File: config.mk
export PLATFORM = sky130hd
export DESIGN_NAME = sram_fifo_top
export DESIGN_NICKNAME = d
export VERILOG_FILES = /design/src/hw/sram_fifo_pkg.sv /design/src/hw/nobl_if.sv /design/src/hw/sram_fifo_ctrl.sv /design/src/hw/sram_read_buf.sv /design/src/hw/sram_fifo_top.sv
export SDC_FILE = /design/constraint.sdc
export NUM_CORES = 1
export LEC_CHECK = 0
export BUFFER_PORTS_ARGS = -buffer_cell sky130_fd_sc_hd__buf_2
export CAP_MARGIN = 5
export CORE_MARGIN = 2
export CORE_UTILIZATION = 30
export CTS_CLUSTER_DIAMETER = 60
export DETAILED_ROUTE_END_ITERATION = 10
export PLACE_DENSITY_LB_ADDON = 0.15
export SLEW_MARGIN = 20
export SYNTH_ARGS = -nofsm -noshare
export SYNTH_HDL_FRONTEND = slang
export SYNTH_HIERARCHICAL = 1
export SYNTH_SLANG_ARGS = --single-unit
File: constraint.sdc
create_clock -name clk -period 8.6 [get_ports clk]
set_input_delay 0.43 -clock clk [delete_from_list [all_inputs] [get_ports clk]]
set_output_delay 0.43 -clock clk [all_outputs]
set_load 0.03 [all_outputs]
File: src/hw/sram_fifo_pkg.sv
// Fixed geometry of 18-bit words in a 1024-word NoBL SRAM with an 8-entry return buffer
package sram_fifo_pkg;

   // Word width matches the SRAM data bus
   localparam int DATA_W = 18;

   // SRAM address width and the FIFO capacity it gives
   localparam int ADDR_W = 10;
   localparam int FIFO_WORDS = 1 << ADDR_W;

   // Stored and readable counts must reach FIFO_WORDS itself
   localparam int CNT_W = ADDR_W + 1;

   // Return buffer geometry
   localparam int RBUF_PTR_W = 3;
   localparam int RBUF_DEPTH = 1 << RBUF_PTR_W;

   // Outstanding reads go up to RBUF_DEPTH inclusive
   localparam int CREDIT_W = RBUF_PTR_W + 1;

   // Cycles from a push until its word may be read back.
   // Keeps a read behind its own late write in the SRAM pipeline
   localparam int WR_VISIBLE_DELAY = 3;

endpackage

File: src/hw/nobl_if.sv
// Read data returns exactly 4 cycles after req_en; no back-pressure, no byte lanes or bursts
`timescale 1ns/1ps

module nobl_if
   import sram_fifo_pkg::*;
(
   input  logic              clk,
   input  logic              rst,
   input  logic              req_en,
   input  logic              req_write,
   input  logic [ADDR_W-1:0] req_addr,
   input  logic [DATA_W-1:0] req_data,
   input  logic [DATA_W-1:0] ram_dq_rd,
   output logic [DATA_W-1:0] rd_data,
   output logic              rd_valid,
   output logic [ADDR_W-1:0] ram_a,
   output logic              ram_we_n,
   output logic              ram_ce1_n,
   output logic [DATA_W-1:0] ram_dq_wr,
   output logic              ram_dq_drive_n
);

   // Stage 1 state drives the address and control pins directly
   logic              en_p1;
   logic              wr_p1;
   logic [ADDR_W-1:0] addr_p1;
   logic [DATA_W-1:0] data_p1;

   // Stages 2 and 3 carry the late write data
   logic              en_p2;
   logic              wr_p2;
   logic [DATA_W-1:0] data_p2;

   logic              en_p3;
   logic              wr_p3;
   logic [DATA_W-1:0] data_p3;

   // Stage 1
   always_ff @(posedge clk)
   begin
      if (rst)
      begin
         en_p1 <= 1'b0;
         wr_p1 <= 1'b0;
      end
      else
      begin
         en_p1 <= req_en;
         wr_p1 <= req_en & req_write;
      end
   end

   always_ff @(posedge clk)
   begin
      if (req_en)
         addr_p1 <= req_addr;
      if (req_en & req_write)
         data_p1 <= req_data;
   end

   assign ram_a     = addr_p1;
   assign ram_we_n  = ~wr_p1;
   assign ram_ce1_n = ~en_p1;

   // Stage 2
   always_ff @(posedge clk)
   begin
      if (rst)
      begin
         en_p2 <= 1'b0;
         wr_p2 <= 1'b0;
      end
      else
      begin
         en_p2 <= en_p1;
         wr_p2 <= wr_p1;
      end
   end

   always_ff @(posedge clk)
   begin
      data_p2 <= data_p1;
   end

   // Stage 3 puts the data out two cycles after its address
   always_ff @(posedge clk)
   begin
      if (rst)
      begin
         en_p3          <= 1'b0;
         wr_p3          <= 1'b0;
         ram_dq_drive_n <= 1'b1;
      end
      else
      begin
         en_p3          <= en_p2;
         wr_p3          <= wr_p2;
         // Active low driver enable for an enabled write
         ram_dq_drive_n <= ~(en_p2 & wr_p2);
      end
   end

   always_ff @(posedge clk)
   begin
      data_p3 <= data_p2;
   end

   assign ram_dq_wr = data_p3;

   // Stage 4 registers the bus every cycle and marks only reads valid
   always_ff @(posedge clk)
   begin
      if (rst)
         rd_valid <= 1'b0;
      else
         rd_valid <= en_p3 & ~wr_p3;
   end

   always_ff @(posedge clk)
   begin
      rd_data <= ram_dq_rd;
   end

endmodule

File: src/hw/sram_fifo_ctrl.sv
// full counts words still in the SRAM only; pushes while full are dropped, a push beats a read
`timescale 1ns/1ps

module sram_fifo_ctrl
   import sram_fifo_pkg::*;
(
   input  logic              clk,
   input  logic              rst,
   input  logic              push,
   input  logic [DATA_W-1:0] push_data,
   input  logic              pop,
   output logic              full,
   output logic              req_en,
   output logic              req_write,
   output logic [ADDR_W-1:0] req_addr,
   output logic [DATA_W-1:0] req_data
);

   logic [ADDR_W-1:0]           wr_ptr;
   logic [ADDR_W-1:0]           rd_ptr;
   logic [CNT_W-1:0]            stored_cnt;
   logic [CNT_W-1:0]            readable_cnt;
   logic [CREDIT_W-1:0]         credit_cnt;
   logic [WR_VISIBLE_DELAY-2:0] vis_sr;
   logic                        push_acc;
   logic                        rd_issue;
   logic                        word_ready;
   logic                        credit_free;
   logic                        vis_now;

   assign full = (stored_cnt == CNT_W'(FIFO_WORDS));

   assign push_acc    = push & ~full;
   assign word_ready  = (readable_cnt != '0);
   assign credit_free = (credit_cnt < CREDIT_W'(RBUF_DEPTH));

   // Reads only fill otherwise idle request slots
   assign rd_issue = ~push_acc & word_ready & credit_free;

   // Request to the SRAM interface, one per cycle at most
   assign req_en    = push_acc | rd_issue;
   assign req_write = push_acc;
   assign req_addr  = push_acc ? wr_ptr : rd_ptr;
   assign req_data  = push_data;

   // Pointers wrap naturally at FIFO_WORDS
   always_ff @(posedge clk)
   begin
      if (rst)
      begin
         wr_ptr <= '0;
         rd_ptr <= '0;
      end
      else
      begin
         if (push_acc)
            wr_ptr <= wr_ptr + ADDR_W'(1);
         if (rd_issue)
            rd_ptr <= rd_ptr + ADDR_W'(1);
      end
   end

   // Words not yet read out of the SRAM.
   // Push and read never share a cycle
   always_ff @(posedge clk)
   begin
      if (rst)
         stored_cnt <= '0;
      else if (push_acc)
         stored_cnt <= stored_cnt + CNT_W'(1);
      else if (rd_issue)
         stored_cnt <= stored_cnt - CNT_W'(1);
   end

   // Push delay line; the readable counter adds the last stage,
   // so a word is readable WR_VISIBLE_DELAY cycles after its push
   always_ff @(posedge clk)
   begin
      if (rst)
         vis_sr <= '0;
      else
         vis_sr <= {vis_sr[WR_VISIBLE_DELAY-3:0], push_acc};
   end

   assign vis_now = vis_sr[WR_VISIBLE_DELAY-2];

   always_ff @(posedge clk)
   begin
      if (rst)
         readable_cnt <= '0;
      else
      begin
         case ({vis_now, rd_issue})
            2'b10:   readable_cnt <= readable_cnt + CNT_W'(1);
            2'b01:   readable_cnt <= readable_cnt - CNT_W'(1);
            default: readable_cnt <= readable_cnt;
         endcase
      end
   end

   // Reads issued but not yet handed to the consumer
   always_ff @(posedge clk)
   begin
      if (rst)
         credit_cnt <= '0;
      else
      begin
         case ({rd_issue, pop})
            2'b10:   credit_cnt <= credit_cnt + CREDIT_W'(1);
            2'b01:   credit_cnt <= credit_cnt - CREDIT_W'(1);
            default: credit_cnt <= credit_cnt;
         endcase
      end
   end

endmodule

File: src/hw/sram_read_buf.sv
// Never overflows only because the controller caps outstanding reads at RBUF_DEPTH
`timescale 1ns/1ps

module sram_read_buf
   import sram_fifo_pkg::*;
(
   input  logic              clk,
   input  logic              rst,
   input  logic              rd_valid,
   input  logic [DATA_W-1:0] rd_data,
   input  logic              out_hold,
   output logic              out_valid,
   output logic [DATA_W-1:0] out_data,
   output logic              pop
);

   logic [DATA_W-1:0]     mem [RBUF_DEPTH];
   logic [RBUF_PTR_W-1:0] wr_ptr;
   logic [RBUF_PTR_W-1:0] rd_ptr;
   logic [RBUF_PTR_W:0]   count;
   logic                  deliver;

   // One word leaves per cycle while not held
   assign deliver = (count != '0) & ~out_hold;

   // Credit release to the controller
   assign pop = deliver;

   always_ff @(posedge clk)
   begin
      if (rd_valid)
         mem[wr_ptr] <= rd_data;
   end

   always_ff @(posedge clk)
   begin
      if (rst)
      begin
         wr_ptr <= '0;
         rd_ptr <= '0;
         count  <= '0;
      end
      else
      begin
         if (rd_valid)
            wr_ptr <= wr_ptr + RBUF_PTR_W'(1);
         if (deliver)
            rd_ptr <= rd_ptr + RBUF_PTR_W'(1);
         case ({rd_valid, deliver})
            2'b10:   count <= count + (RBUF_PTR_W+1)'(1);
            2'b01:   count <= count - (RBUF_PTR_W+1)'(1);
            default: count <= count;
         endcase
      end
   end

   // Registered output strobe
   always_ff @(posedge clk)
   begin
      if (rst)
         out_valid <= 1'b0;
      else
         out_valid <= deliver;
   end

   always_ff @(posedge clk)
   begin
      if (deliver)
         out_data <= mem[rd_ptr];
   end

endmodule

File: src/hw/sram_fifo_top.sv
// SRAM load, clock enable and output enable are not driven here; tie them off at the board
`timescale 1ns/1ps

module sram_fifo_top
   import sram_fifo_pkg::*;
(
   input  logic              clk,
   input  logic              rst,
   input  logic              push,
   input  logic [DATA_W-1:0] push_data,
   input  logic              out_hold,
   input  logic [DATA_W-1:0] ram_dq_rd,
   output logic              full,
   output logic              out_valid,
   output logic [DATA_W-1:0] out_data,
   output logic [ADDR_W-1:0] ram_a,
   output logic              ram_we_n,
   output logic              ram_ce1_n,
   output logic [DATA_W-1:0] ram_dq_wr,
   output logic              ram_dq_drive_n
);

   // Controller to SRAM interface
   logic              req_en;
   logic              req_write;
   logic [ADDR_W-1:0] req_addr;
   logic [DATA_W-1:0] req_data;

   // SRAM interface to return buffer
   logic [DATA_W-1:0] rd_data;
   logic              rd_valid;

   // Credit return
   logic              pop;

   sram_fifo_ctrl ctrl0 (
      .clk       (clk),
      .rst       (rst),
      .push      (push),
      .push_data (push_data),
      .pop       (pop),
      .full      (full),
      .req_en    (req_en),
      .req_write (req_write),
      .req_addr  (req_addr),
      .req_data  (req_data)
   );

   nobl_if nobl0 (
      .clk            (clk),
      .rst            (rst),
      .req_en         (req_en),
      .req_write      (req_write),
      .req_addr       (req_addr),
      .req_data       (req_data),
      .ram_dq_rd      (ram_dq_rd),
      .rd_data        (rd_data),
      .rd_valid       (rd_valid),
      .ram_a          (ram_a),
      .ram_we_n       (ram_we_n),
      .ram_ce1_n      (ram_ce1_n),
      .ram_dq_wr      (ram_dq_wr),
      .ram_dq_drive_n (ram_dq_drive_n)
   );

   sram_read_buf rbuf0 (
      .clk       (clk),
      .rst       (rst),
      .rd_valid  (rd_valid),
      .rd_data   (rd_data),
      .out_hold  (out_hold),
      .out_valid (out_valid),
      .out_data  (out_data),
      .pop       (pop)
   );

endmodule

==> impl_metrics.py, run 1 <==
metrics = {
    "run_status": {
        "status": "completed",
    },
    "sta": {
        "fmax_mhz": 279,
        "post-route-period-util_pct": 41.7,
        "slew_headroom_pct": 41.4,
        "period_minus_slack_ps": 3590,
        "setup_slack_ps": 5010,
        "hold_viol": 0,
        "rsz0062_at_grt": "false",
        "finalMaxSlewViolations": 0,
        "timing.hold.ws_ps": 30.9,
        "setup_viol": 0,
        "skew_ps": 21.8,
        "finalSetupTns_ps": 0,
        "tightest_slew_ps": 874,
    },
    "die": {
        "coreArea_um2": 38900,
        "die_w_um": 203,
        "rows": 72,
        "die_area_um2": 41200,
        "die_h_um": 203,
        "io_pins": 91,
        "start_util_pct": 30.5,
    },
    "logic_synthesis": {
        "syn-cell-area_um2": 11900,
        "postSynthCellCount": 751,
        "syn_avg_cell_area_um2": 15.8,
        "synth_area_leader_cell": "edfxtp_1",
        "synthTopCellsByArea": "edfxtp_1 (48%), dfxtp_1 (20%), mux4_1 (5.7%)",
        "yosys_warnings": 6,
        "synth_nets": 823,
        "ys.flop_type": "edfxtp_1",
        "synth.ff_latch_count": 311,
        "ys_seq_area_share_pct": 68.4,
        "synth_edf_count": 190,
        "synth.distinct_cells": 55,
        "synth-async-reset-ratio_pct": 0,
        "synth_top_area_share_pct": 48.0,
    },
    "routing": {
        "routedWlPerCell_um": 16.3,
        "routed_wirelength_um": 23100,
        "drt_iter0_drc": 233,
        "drc_errors": 0,
        "routed_via_density": 4.40,
        "first_pass_iters": 4,
        "vias": 6223,
        "final_antenna_net_count": 0,
    },
    "clock_network": {
        "cts_tree": "done",
        "clock_latency_ps": 530,
        "cts_buffer_depth": 3,
        "cts.clk_slew.worst_paths_ps": 60,
        "cts.sinks": 311,
        "cts_buffers": 37,
        "cts_resized": 0,
        "h-tree-depth": 2,
        "cts_root_buf": "clkbuf_16",
    },
    "cells_and_area": {
        "final_common_cell": "edfxtp_1",
        "multi_input_area_um2": 3440,
        "synthToLayoutAreaGrowth_pct": 18.8,
        "final_util_pct": 36.3,
        "antennaDiodeCount": 0,
        "seq_area_um2": 8130,
        "drive_gt1_share_pct": 25.1,
        "stdcell_area_um2": 14100,
        "final_cell_count_no_fill": 1413,
        "fillers": 3782,
        "final_nets": 938,
        "mostFrequentLayoutCells": "edfxtp_1 (190), dfxtp_1 (120), buf_2 (90)",
    },
    "min_path": {
        "hold_depth": 1,
        "worstHoldPathType": "in2reg",
        "holdCritStartpoint": "ram_dq_rd[0]",
        "min_to": "nobl0/rd_data[0]",
    },
    "global_route": {
        "grt_pass1_wl_um": 36300,
        "grt.total_usage_pct": 11.4,
        "grt_pass1_vias": 6360,
        "overflow": 0,
        "use_met3_pct": 2.91,
        "grtUsageMet1_pct": 15.8,
        "grt_max_degree": 72,
        "busiest_layer": "met2",
        "use_met2_pct": 17.3,
        "antenna_found_initial": 0,
    },
    "worst_setup_path": {
        "worstReg2RegEnd": "ctrl0/readable_cnt[7]",
        "crit_fanout": 21,
        "cp.arrival_ps": 3950,
        "cp_data_required_time_ps": 8970,
        "worstSetupStartpointType": "flip-flop",
        "rrSetupSlack_ps": 5010,
        "endpoint_kind": "flip-flop",
        "path_class": "reg2reg",
        "r2r_start": "ctrl0/stored_cnt[1]",
        "r2r_cells": 12,
    },
    "power": {
        "power_density_nw_per_um2": 307,
        "seqPwrFrac_pct": 42.9,
        "power_switching_mw": 1.30,
        "leakage_nw": 5.20,
        "clkPwrFrac_pct": 34.3,
        "switching_share_pct": 29.9,
        "internal_power_mw": 3.04,
        "peakVddDrop_uv": 239,
        "total_power_mw": 4.33,
        "p_comb_share_pct": 22.8,
    },
    "job": {
        "cap_violations": 0,
    },
    "placed_design": {
        "port_buffers": 90,
        "place_hpwl_um": 13400,
        "postPlaceCellArea_um2": 12800,
        "place_ws_ps": 5030,
        "gp_congestion": 0.726,
        "dp_cells": 1333,
    },
}
-- power groups by stage --
stage          Clock, mW  Combinational (mW)  Sequential (mW)
2_1_floorplan          0               0.705             1.97
3_3_place_gp           0               0.995             1.89
3_5_place_dp           0               0.992             1.89
4_1_cts             1.55                1.00             1.86
5_1_grt             1.61                1.10             1.88
6_report            1.49               0.988             1.86
-- kinds of logic (layout without fill, tap and decap cells) --
logic type,Yosys count,after routing,synth area share (%)
AO/OA/AOI/OAI,64,64,3.40
XOR/XNOR,45,45,3.32
adder cells (fa/ha/maj),32,32,3.56
buffers and inverters,56,200,2.87
flip-flops,311,311,68.4
multiplexers,76,76,11.3
AND/OR/NAND/NOR,167,167,7.13
-- flip-flops by register name, indices dropped and copies added (netlist names), 11 cells and up --
signal and count:
ctrl0/readable_cnt 11, ctrl0/stored_cnt 11, nobl0/data_p1 18, nobl0/data_p2 18
nobl0/ram_dq_wr 18, nobl0/rd_data 18, rbuf0/mem 144, rbuf0/out_data 18
-- cell type report --
class,count,area share [%]
tap,518,4.59
clock inverter,21,1.42
sequential,311,57.6
multi-input combinational,384,24.4
clock buffer,47,6.82
timing repair buffer,116,4.79
inverter,16,0.425
-- worst max-delay path, cell delays in order, from the launching register on --
cell	delay (ps)
dfxtp_1	340
nor4_1	400
a31oi_2	140
buf_4	240
nor2b_4	320
ha_1	560
ha_1	330
a21oi_1	200
o2111ai_1	240
a21o_1	230
a21oi_1	160
xor2_1	160
o22ai_1	90
-- Yosys cell counts, drive strengths merged, types with 5 or more instances --
master and count:
inv 16, a21o 7, and3 10, nand3 9
a31oi 6, mux2 30, buf 32, mux2i 10
edfxtp 190, nor3 11, dfxtp 121, nand4 9
xor2 29, ha 29, mux4 36, nor4 5
nor2 71, o21ai 6, nand2 21, a21oi 27
xnor2 16, clkbuf 8, nor2b 5, and2b 5
-- worst max-delay path by stage --
stage,from,end,depth (start not counted)
2_1_floorplan,ctrl0/stored_cnt[1],ctrl0/stored_cnt[10],12
3_5_place_dp,ctrl0/stored_cnt[1],ctrl0/readable_cnt[7],12
6_report,ctrl0/stored_cnt[1],ctrl0/readable_cnt[7],12
3_3_place_gp,ctrl0/stored_cnt[1],ctrl0/readable_cnt[7],12
5_1_grt,ctrl0/stored_cnt[1],ctrl0/readable_cnt[7],12
4_1_cts,ctrl0/stored_cnt[1],ctrl0/readable_cnt[7],12
-- what timing repair did --
| action | in CTS | in global routing |
|---|---|---|
| buffers inserted | 0 | 0 |
| setup endpoints to repair | 0 | 0 |
| hold buffers | 12 | 0 |
| hold endpoints to repair | 12 | 0 |
-- routing by layer --
metal / up-vias / share of wire (%)
li1: 3040 / -
met1: 3013 / 48
met2: 125 / 44
met3: 45 / 4.7
met4: 0 / 2.5
met5: - / 0
Note: power is estimated with default switching activity, not from simulation.
==> inputs of run 2 (changes only) <==
Clock period 8.6 ns to 3.35 ns, I/O delays scaled along.
==> impl_metrics.py, run 2 (synthesis gave the netlist of run 1 again) <==
metrics = {
    "sta": {
        "period_minus_slack_ps": 3010,
        "post-route-period-util_pct": 89.9,
        "hold_viol": 0,
        "setup_viol": 0,
        "tightest_slew_ps": 862,
        "rsz0062_at_grt": "false",
        "slew_headroom_pct": 42.5,
        "finalMaxSlewViolations": 0,
        "fmax_mhz": 332,
        "finalSetupTns_ps": 0,
        "skew_ps": 13.9,
    },
    "cells_and_area": {
        "antennaDiodeCount": 0,
        "final_common_cell": "edfxtp_1",
        "mostFrequentLayoutCells": "edfxtp_1 (190), dfxtp_1 (120), buf_2 (90)",
        "largest_register_ffs": 144,
        "fillers": 3757,
        "synthToLayoutAreaGrowth_pct": 21.8,
        "final_nets": 971,
        "drive_gt1_share_pct": 25.1,
        "top_register": "rbuf0/mem",
    },
    "placed_design": {
        "port_buffers": 90,
        "gp_congestion": 0.758,
        "place_hpwl_um": 13400,
    },
    "global_route": {
        "use_met2_pct": 18.0,
        "grt_pass1_wl_um": 36100,
        "grt.total_usage_pct": 11.4,
        "busiest_layer": "met2",
        "grt_max_degree": 72,
        "overflow": 0,
        "grtUsageMet1_pct": 14.8,
        "use_met3_pct": 2.54,
        "grt_pass1_vias": 6542,
        "antenna_found_initial": 0,
    },
    "power": {
        "peakVddDrop_uv": 418,
        "power_density_nw_per_um2": 778,
        "leakage_nw": 5.36,
        "total_power_mw": 11.3,
    },
    "routing": {
        "routed_wirelength_um": 22900,
        "final_antenna_net_count": 0,
        "drt_iter0_drc": 195,
        "drc_errors": 0,
        "routed_via_density": 4.38,
        "vias": 6330,
        "routedWlPerCell_um": 15.8,
        "first_pass_iters": 4,
    },
    "die": {
        "io_pins": 91,
        "start_util_pct": 30.5,
        "die_h_um": 203,
        "coreArea_um2": 38900,
        "die_area_um2": 41200,
        "rows": 72,
        "die_w_um": 203,
    },
    "min_path": {
        "worstHoldPathType": "in2reg",
    },
    "clock_network": {
        "cts_buffer_depth": 3,
        "cts_tree": "done",
        "h-tree-depth": 2,
        "cts.clk_slew.worst_paths_ps": 60,
        "clock_latency_ps": 540,
        "cts.sinks": 311,
        "cts_buffers": 38,
        "cts_root_buf": "clkbuf_16",
        "cts_setup_buffers": 0,
    },
    "worst_setup_path": {
        "critPathMaxStageDelay_ps": 380,
        "endpoint_kind": "flip-flop",
        "path_class": "reg2reg",
        "path_common_cell": "a31oi_1",
        "path_delay_family": "compound AO/OA/AOI/OAI gates",
        "cp_cell_sequence": "nor4_1 -> a31oi_1 -> nor2b_4 -> ha_2 -> buf_4 -> ha_1 -> a31oi_1 -> a31o_1 -> a31oi_1 -> xnor2_1 -> or3_1 -> a21oi_1",
        "cp.arrival_ps": 3480,
        "cp_slowest_cell": "ha_1",
        "crit_fanout": 9,
        "path_buf_inv": 1,
        "cp_data_required_time_ps": 3810,
        "worstSetupStartpointType": "flip-flop",
    },
    "run_status": {
        "status": "completed",
    },
    "job": {
        "cap_violations": 0,
    },
}
-- run 2: cell types whose count changed in the layout (fill, tap and decap cells not counted), moves of 2 or more --
cell / change
dlygate4sd3_1: +25
buf_12: +2
clkbuf_1: +2
clkinv_8: -2
clkbuf_16: +3
buf_4: +5
inv_6: -3
-- run 2: layout make-up --
class / count / area (µm²) / area share, %
clock buffers: 53 / 1060 / 7.32
flip-flops and latches: 311 / 8130 / 56.2
repair buffers: 148 / 1000 / 6.93
inverters: 16 / 60.1 / 0.415
clock inverters: 16 / 125 / 0.864
multi-input cells: 384 / 3450 / 23.8
well taps: 518 / 648 / 4.48
-- run 2: power by group --
group          total [mW]  internal, mW  switching (mW)  leakage [nW]
combinational        2.61          1.11            1.50          2.04
sequential           4.79          4.54           0.253          2.75
clock                3.85          2.30            1.55         0.577
total                11.3          7.96            3.30          5.36
-- run 2: path summary, 6_finish.rpt --
path                    startpoint                     end  slack [ps]  depth (start not counted)
max reg2reg  ctrl0/readable_cnt[0]  ctrl0/readable_cnt[10]         340                         12
max          ctrl0/readable_cnt[0]  ctrl0/readable_cnt[10]         340                         12
min reg2reg       nobl0/data_p2[6]      nobl0/ram_dq_wr[6]         320                          0
min                            rst          rbuf0/count[1]         110                          3
-- run 2: worst min-delay path: stages --
cell and delay, ps:
buf_2 110, buf_12 200, nor2_1 120
-- run 2: what timing repair did --
action                     in CTS  in global routing
hold endpoints to repair       39                  0
resized for setup               0                  1
setup endpoints to repair       0                  3
hold buffers                   37                  0
-- run 2: per-stage QoR --
step                setup WS (ps)  area (µm²)  utilization [%]  std cells  hold slack (ps)
detailed placement            247       12900             33.2       1340              272
CTS                           222       14500             37.2       1446             81.3
finish                        338       14500             37.2       1446              112
global route                 16.6       14500             37.2       1446              114
global placement              223       12900             33.2       1340              270
floorplan                     367       11900                -        751              195
-- run 2: routing by layer --
metal  vias to the layer above  wire, µm
li1                       3105         -
met1                      3060     10700
met2                       120     10500
met3                        45       916
met4                         0       739
met5                         -         0
==> inputs of run 3 (changes only) <==
Settings changed: PLACE_DENSITY_LB_ADDON 0.15 to 0.05.
==> impl_metrics.py, run 3 (synthesis gave the netlist of run 1 again) <==
metrics = {
    "clock_network": {
        "cts_buffers": 38,
        "cts_buffer_depth": 3,
        "clock_latency_ps": 540,
        "cts_root_buf": "clkbuf_16",
        "h-tree-depth": 2,
        "cts.sinks": 311,
        "cts.clk_slew.worst_paths_ps": 60,
        "cts_setup_buffers": 0,
        "cts_tree": "done",
    },
    "routing": {
        "wl_met3_um": 951,
        "routed_via_density": 4.48,
        "drt_iter0_drc": 258,
        "final_antenna_net_count": 0,
        "vias": 6500,
        "routedWlPerCell_um": 16.9,
        "drc_errors": 0,
        "routed.top_layer": "met4",
        "routed_wirelength_um": 24500,
        "first_pass_iters": 6,
        "wl_met2_um": 11700,
        "met1_length_um": 11100,
    },
    "worst_setup_path": {
        "cp.arrival_ps": 3420,
        "crit_path_start": "ctrl0/stored_cnt[1]",
        "endpoint_kind": "flip-flop",
        "endpoint": "ctrl0/readable_cnt[7]",
        "worstReg2RegEnd": "ctrl0/readable_cnt[7]",
        "worstSetupStartpointType": "flip-flop",
        "cp_data_required_time_ps": 3770,
        "crit_fanout": 11,
        "path_class": "reg2reg",
        "r2r_cells": 11,
        "r2r_start": "ctrl0/stored_cnt[1]",
        "rrSetupSlack_ps": 350,
    },
    "cells_and_area": {
        "antennaDiodeCount": 0,
        "multi_input_area_um2": 3440,
        "mostFrequentLayoutCells": "edfxtp_1 (190), dfxtp_1 (120), buf_2 (90)",
        "final_nets": 976,
        "seq_area_um2": 8130,
        "final_common_cell": "edfxtp_1",
        "largest_register_ffs": 144,
        "synthToLayoutAreaGrowth_pct": 22.3,
        "fillers": 3735,
        "drive_gt1_share_pct": 25.4,
        "top_register": "rbuf0/mem",
    },
    "global_route": {
        "antenna_found_initial": 0,
        "grt_max_degree": 72,
        "grt.total_usage_pct": 12.3,
        "overflow": 0,
        "grt_pass1_wl_um": 38900,
        "grt_pass1_vias": 6872,
    },
    "die": {
        "die_area_um2": 41200,
        "rows": 72,
        "die_h_um": 203,
        "start_util_pct": 30.5,
        "coreArea_um2": 38900,
        "io_pins": 91,
        "die_w_um": 203,
    },
    "power": {
        "seqPwrFrac_pct": 42.3,
        "leakage_nw": 5.41,
        "power_density_nw_per_um2": 782,
        "clkPwrFrac_pct": 34.6,
        "peakVddDrop_uv": 369,
        "internal_power_mw": 7.99,
        "p_comb_share_pct": 23.1,
        "total_power_mw": 11.4,
        "switching_share_pct": 29.8,
        "power_switching_mw": 3.38,
    },
    "sta": {
        "skew_ps": 15.3,
        "post-route-period-util_pct": 89.6,
        "finalMaxSlewViolations": 0,
        "finalSetupTns_ps": 0,
        "setup_viol": 0,
        "slew_headroom_pct": 40.7,
        "rsz0062_at_grt": "false",
        "fmax_mhz": 333,
        "period_minus_slack_ps": 3000,
        "hold_viol": 0,
        "tightest_slew_ps": 890,
    },
    "min_path": {
        "worstHoldPathType": "in2reg",
    },
    "placed_design": {
        "gp_congestion": 0.791,
        "place_hpwl_um": 15100,
        "port_buffers": 90,
    },
    "run_status": {
        "status": "completed",
    },
    "job": {
        "cap_violations": 0,
    },
}
run 3: changes by cell type in the layout (fill, tap and decap cells not counted), moves of 2 or more:
| cell | change |
|---|---|
| clkbuf_16 | -2 |
| clkbuf_8 | +2 |
| inv_6 | +3 |
| nor2_1 | +6 |
| nor2_2 | -5 |
| buf_4 | +4 |
| clkbuf_1 | -2 |
run 3: cell type report:
type | instances | share of cell area (%)
clock buffers | 51 | 7.08
well taps | 518 | 4.46
inverters | 16 | 0.413
repair buffers | 153 | 7.25
multi-input cells | 384 | 23.6
flip-flops and latches | 311 | 55.9
clock inverters | 19 | 1.25
run 3: how the worst min path moves through the flow:
stage | startpoint | endpoint | cells after the start
floorplan | ram_dq_rd[0] | nobl0/rd_data[0] | 0
global placement | ram_dq_rd[12] | nobl0/rd_data[12] | 1
detailed placement | ram_dq_rd[12] | nobl0/rd_data[12] | 1
CTS | rst | ctrl0/wr_ptr[5] | 3
global route | rst | ctrl0/wr_ptr[7] | 3
finish | rst | ctrl0/wr_ptr[7] | 3
run 3: critical path: stages, from the launching register on:
cell and delay (ps):
dfxtp_1 360, nor4_2 360, a31oi_2 230, nor2b_4 160
ha_2 350, ha_1 290, a21oi_1 190, o2111ai_1 250
a21o_1 250, a21oi_1 180, xor2_1 150, o22ai_1 90
run 3: metrics by stage:
stage / setup slack [ps] / utilization (%) / cells / cell area [µm²] / hold WS [ps]
2_1_floorplan: 367 / - / 751 / 11900 / 195
3_3_place_gp: 220 / 33.3 / 1345 / 12900 / 270
3_5_place_dp: 151 / 33.3 / 1345 / 12900 / 271
4_1_cts: 128 / 37.3 / 1452 / 14500 / 77.0
5_1_grt: 66.1 / 37.4 / 1452 / 14500 / 97.3
6_report: 348 / 37.4 / 1452 / 14500 / 94.8
run 3: power groups by stage:
stage               clock, mW  combinational [mW]  sequential [mW]
floorplan                   0                1.81             5.05
global placement            0                2.57             4.87
detailed placement          0                2.60             4.88
CTS                      4.09                2.65             4.81
global route             4.24                2.93             4.87
finish                   3.94                2.63             4.81
run 3: routing by layer:
metal / up-vias / global-route usage (%)
met5: - / 0
met4: 0 / 5.79
met3: 56 / 2.65
met2: 115 / 20.3
met1: 3204 / 15.4
li1: 3125 / -
run 3: timing repair:
item	CTS	global route
endpoints found under the hold margin	38	0
hold buffers	37	0
gates resized for setup	0	2
endpoints found under the setup margin	0	5
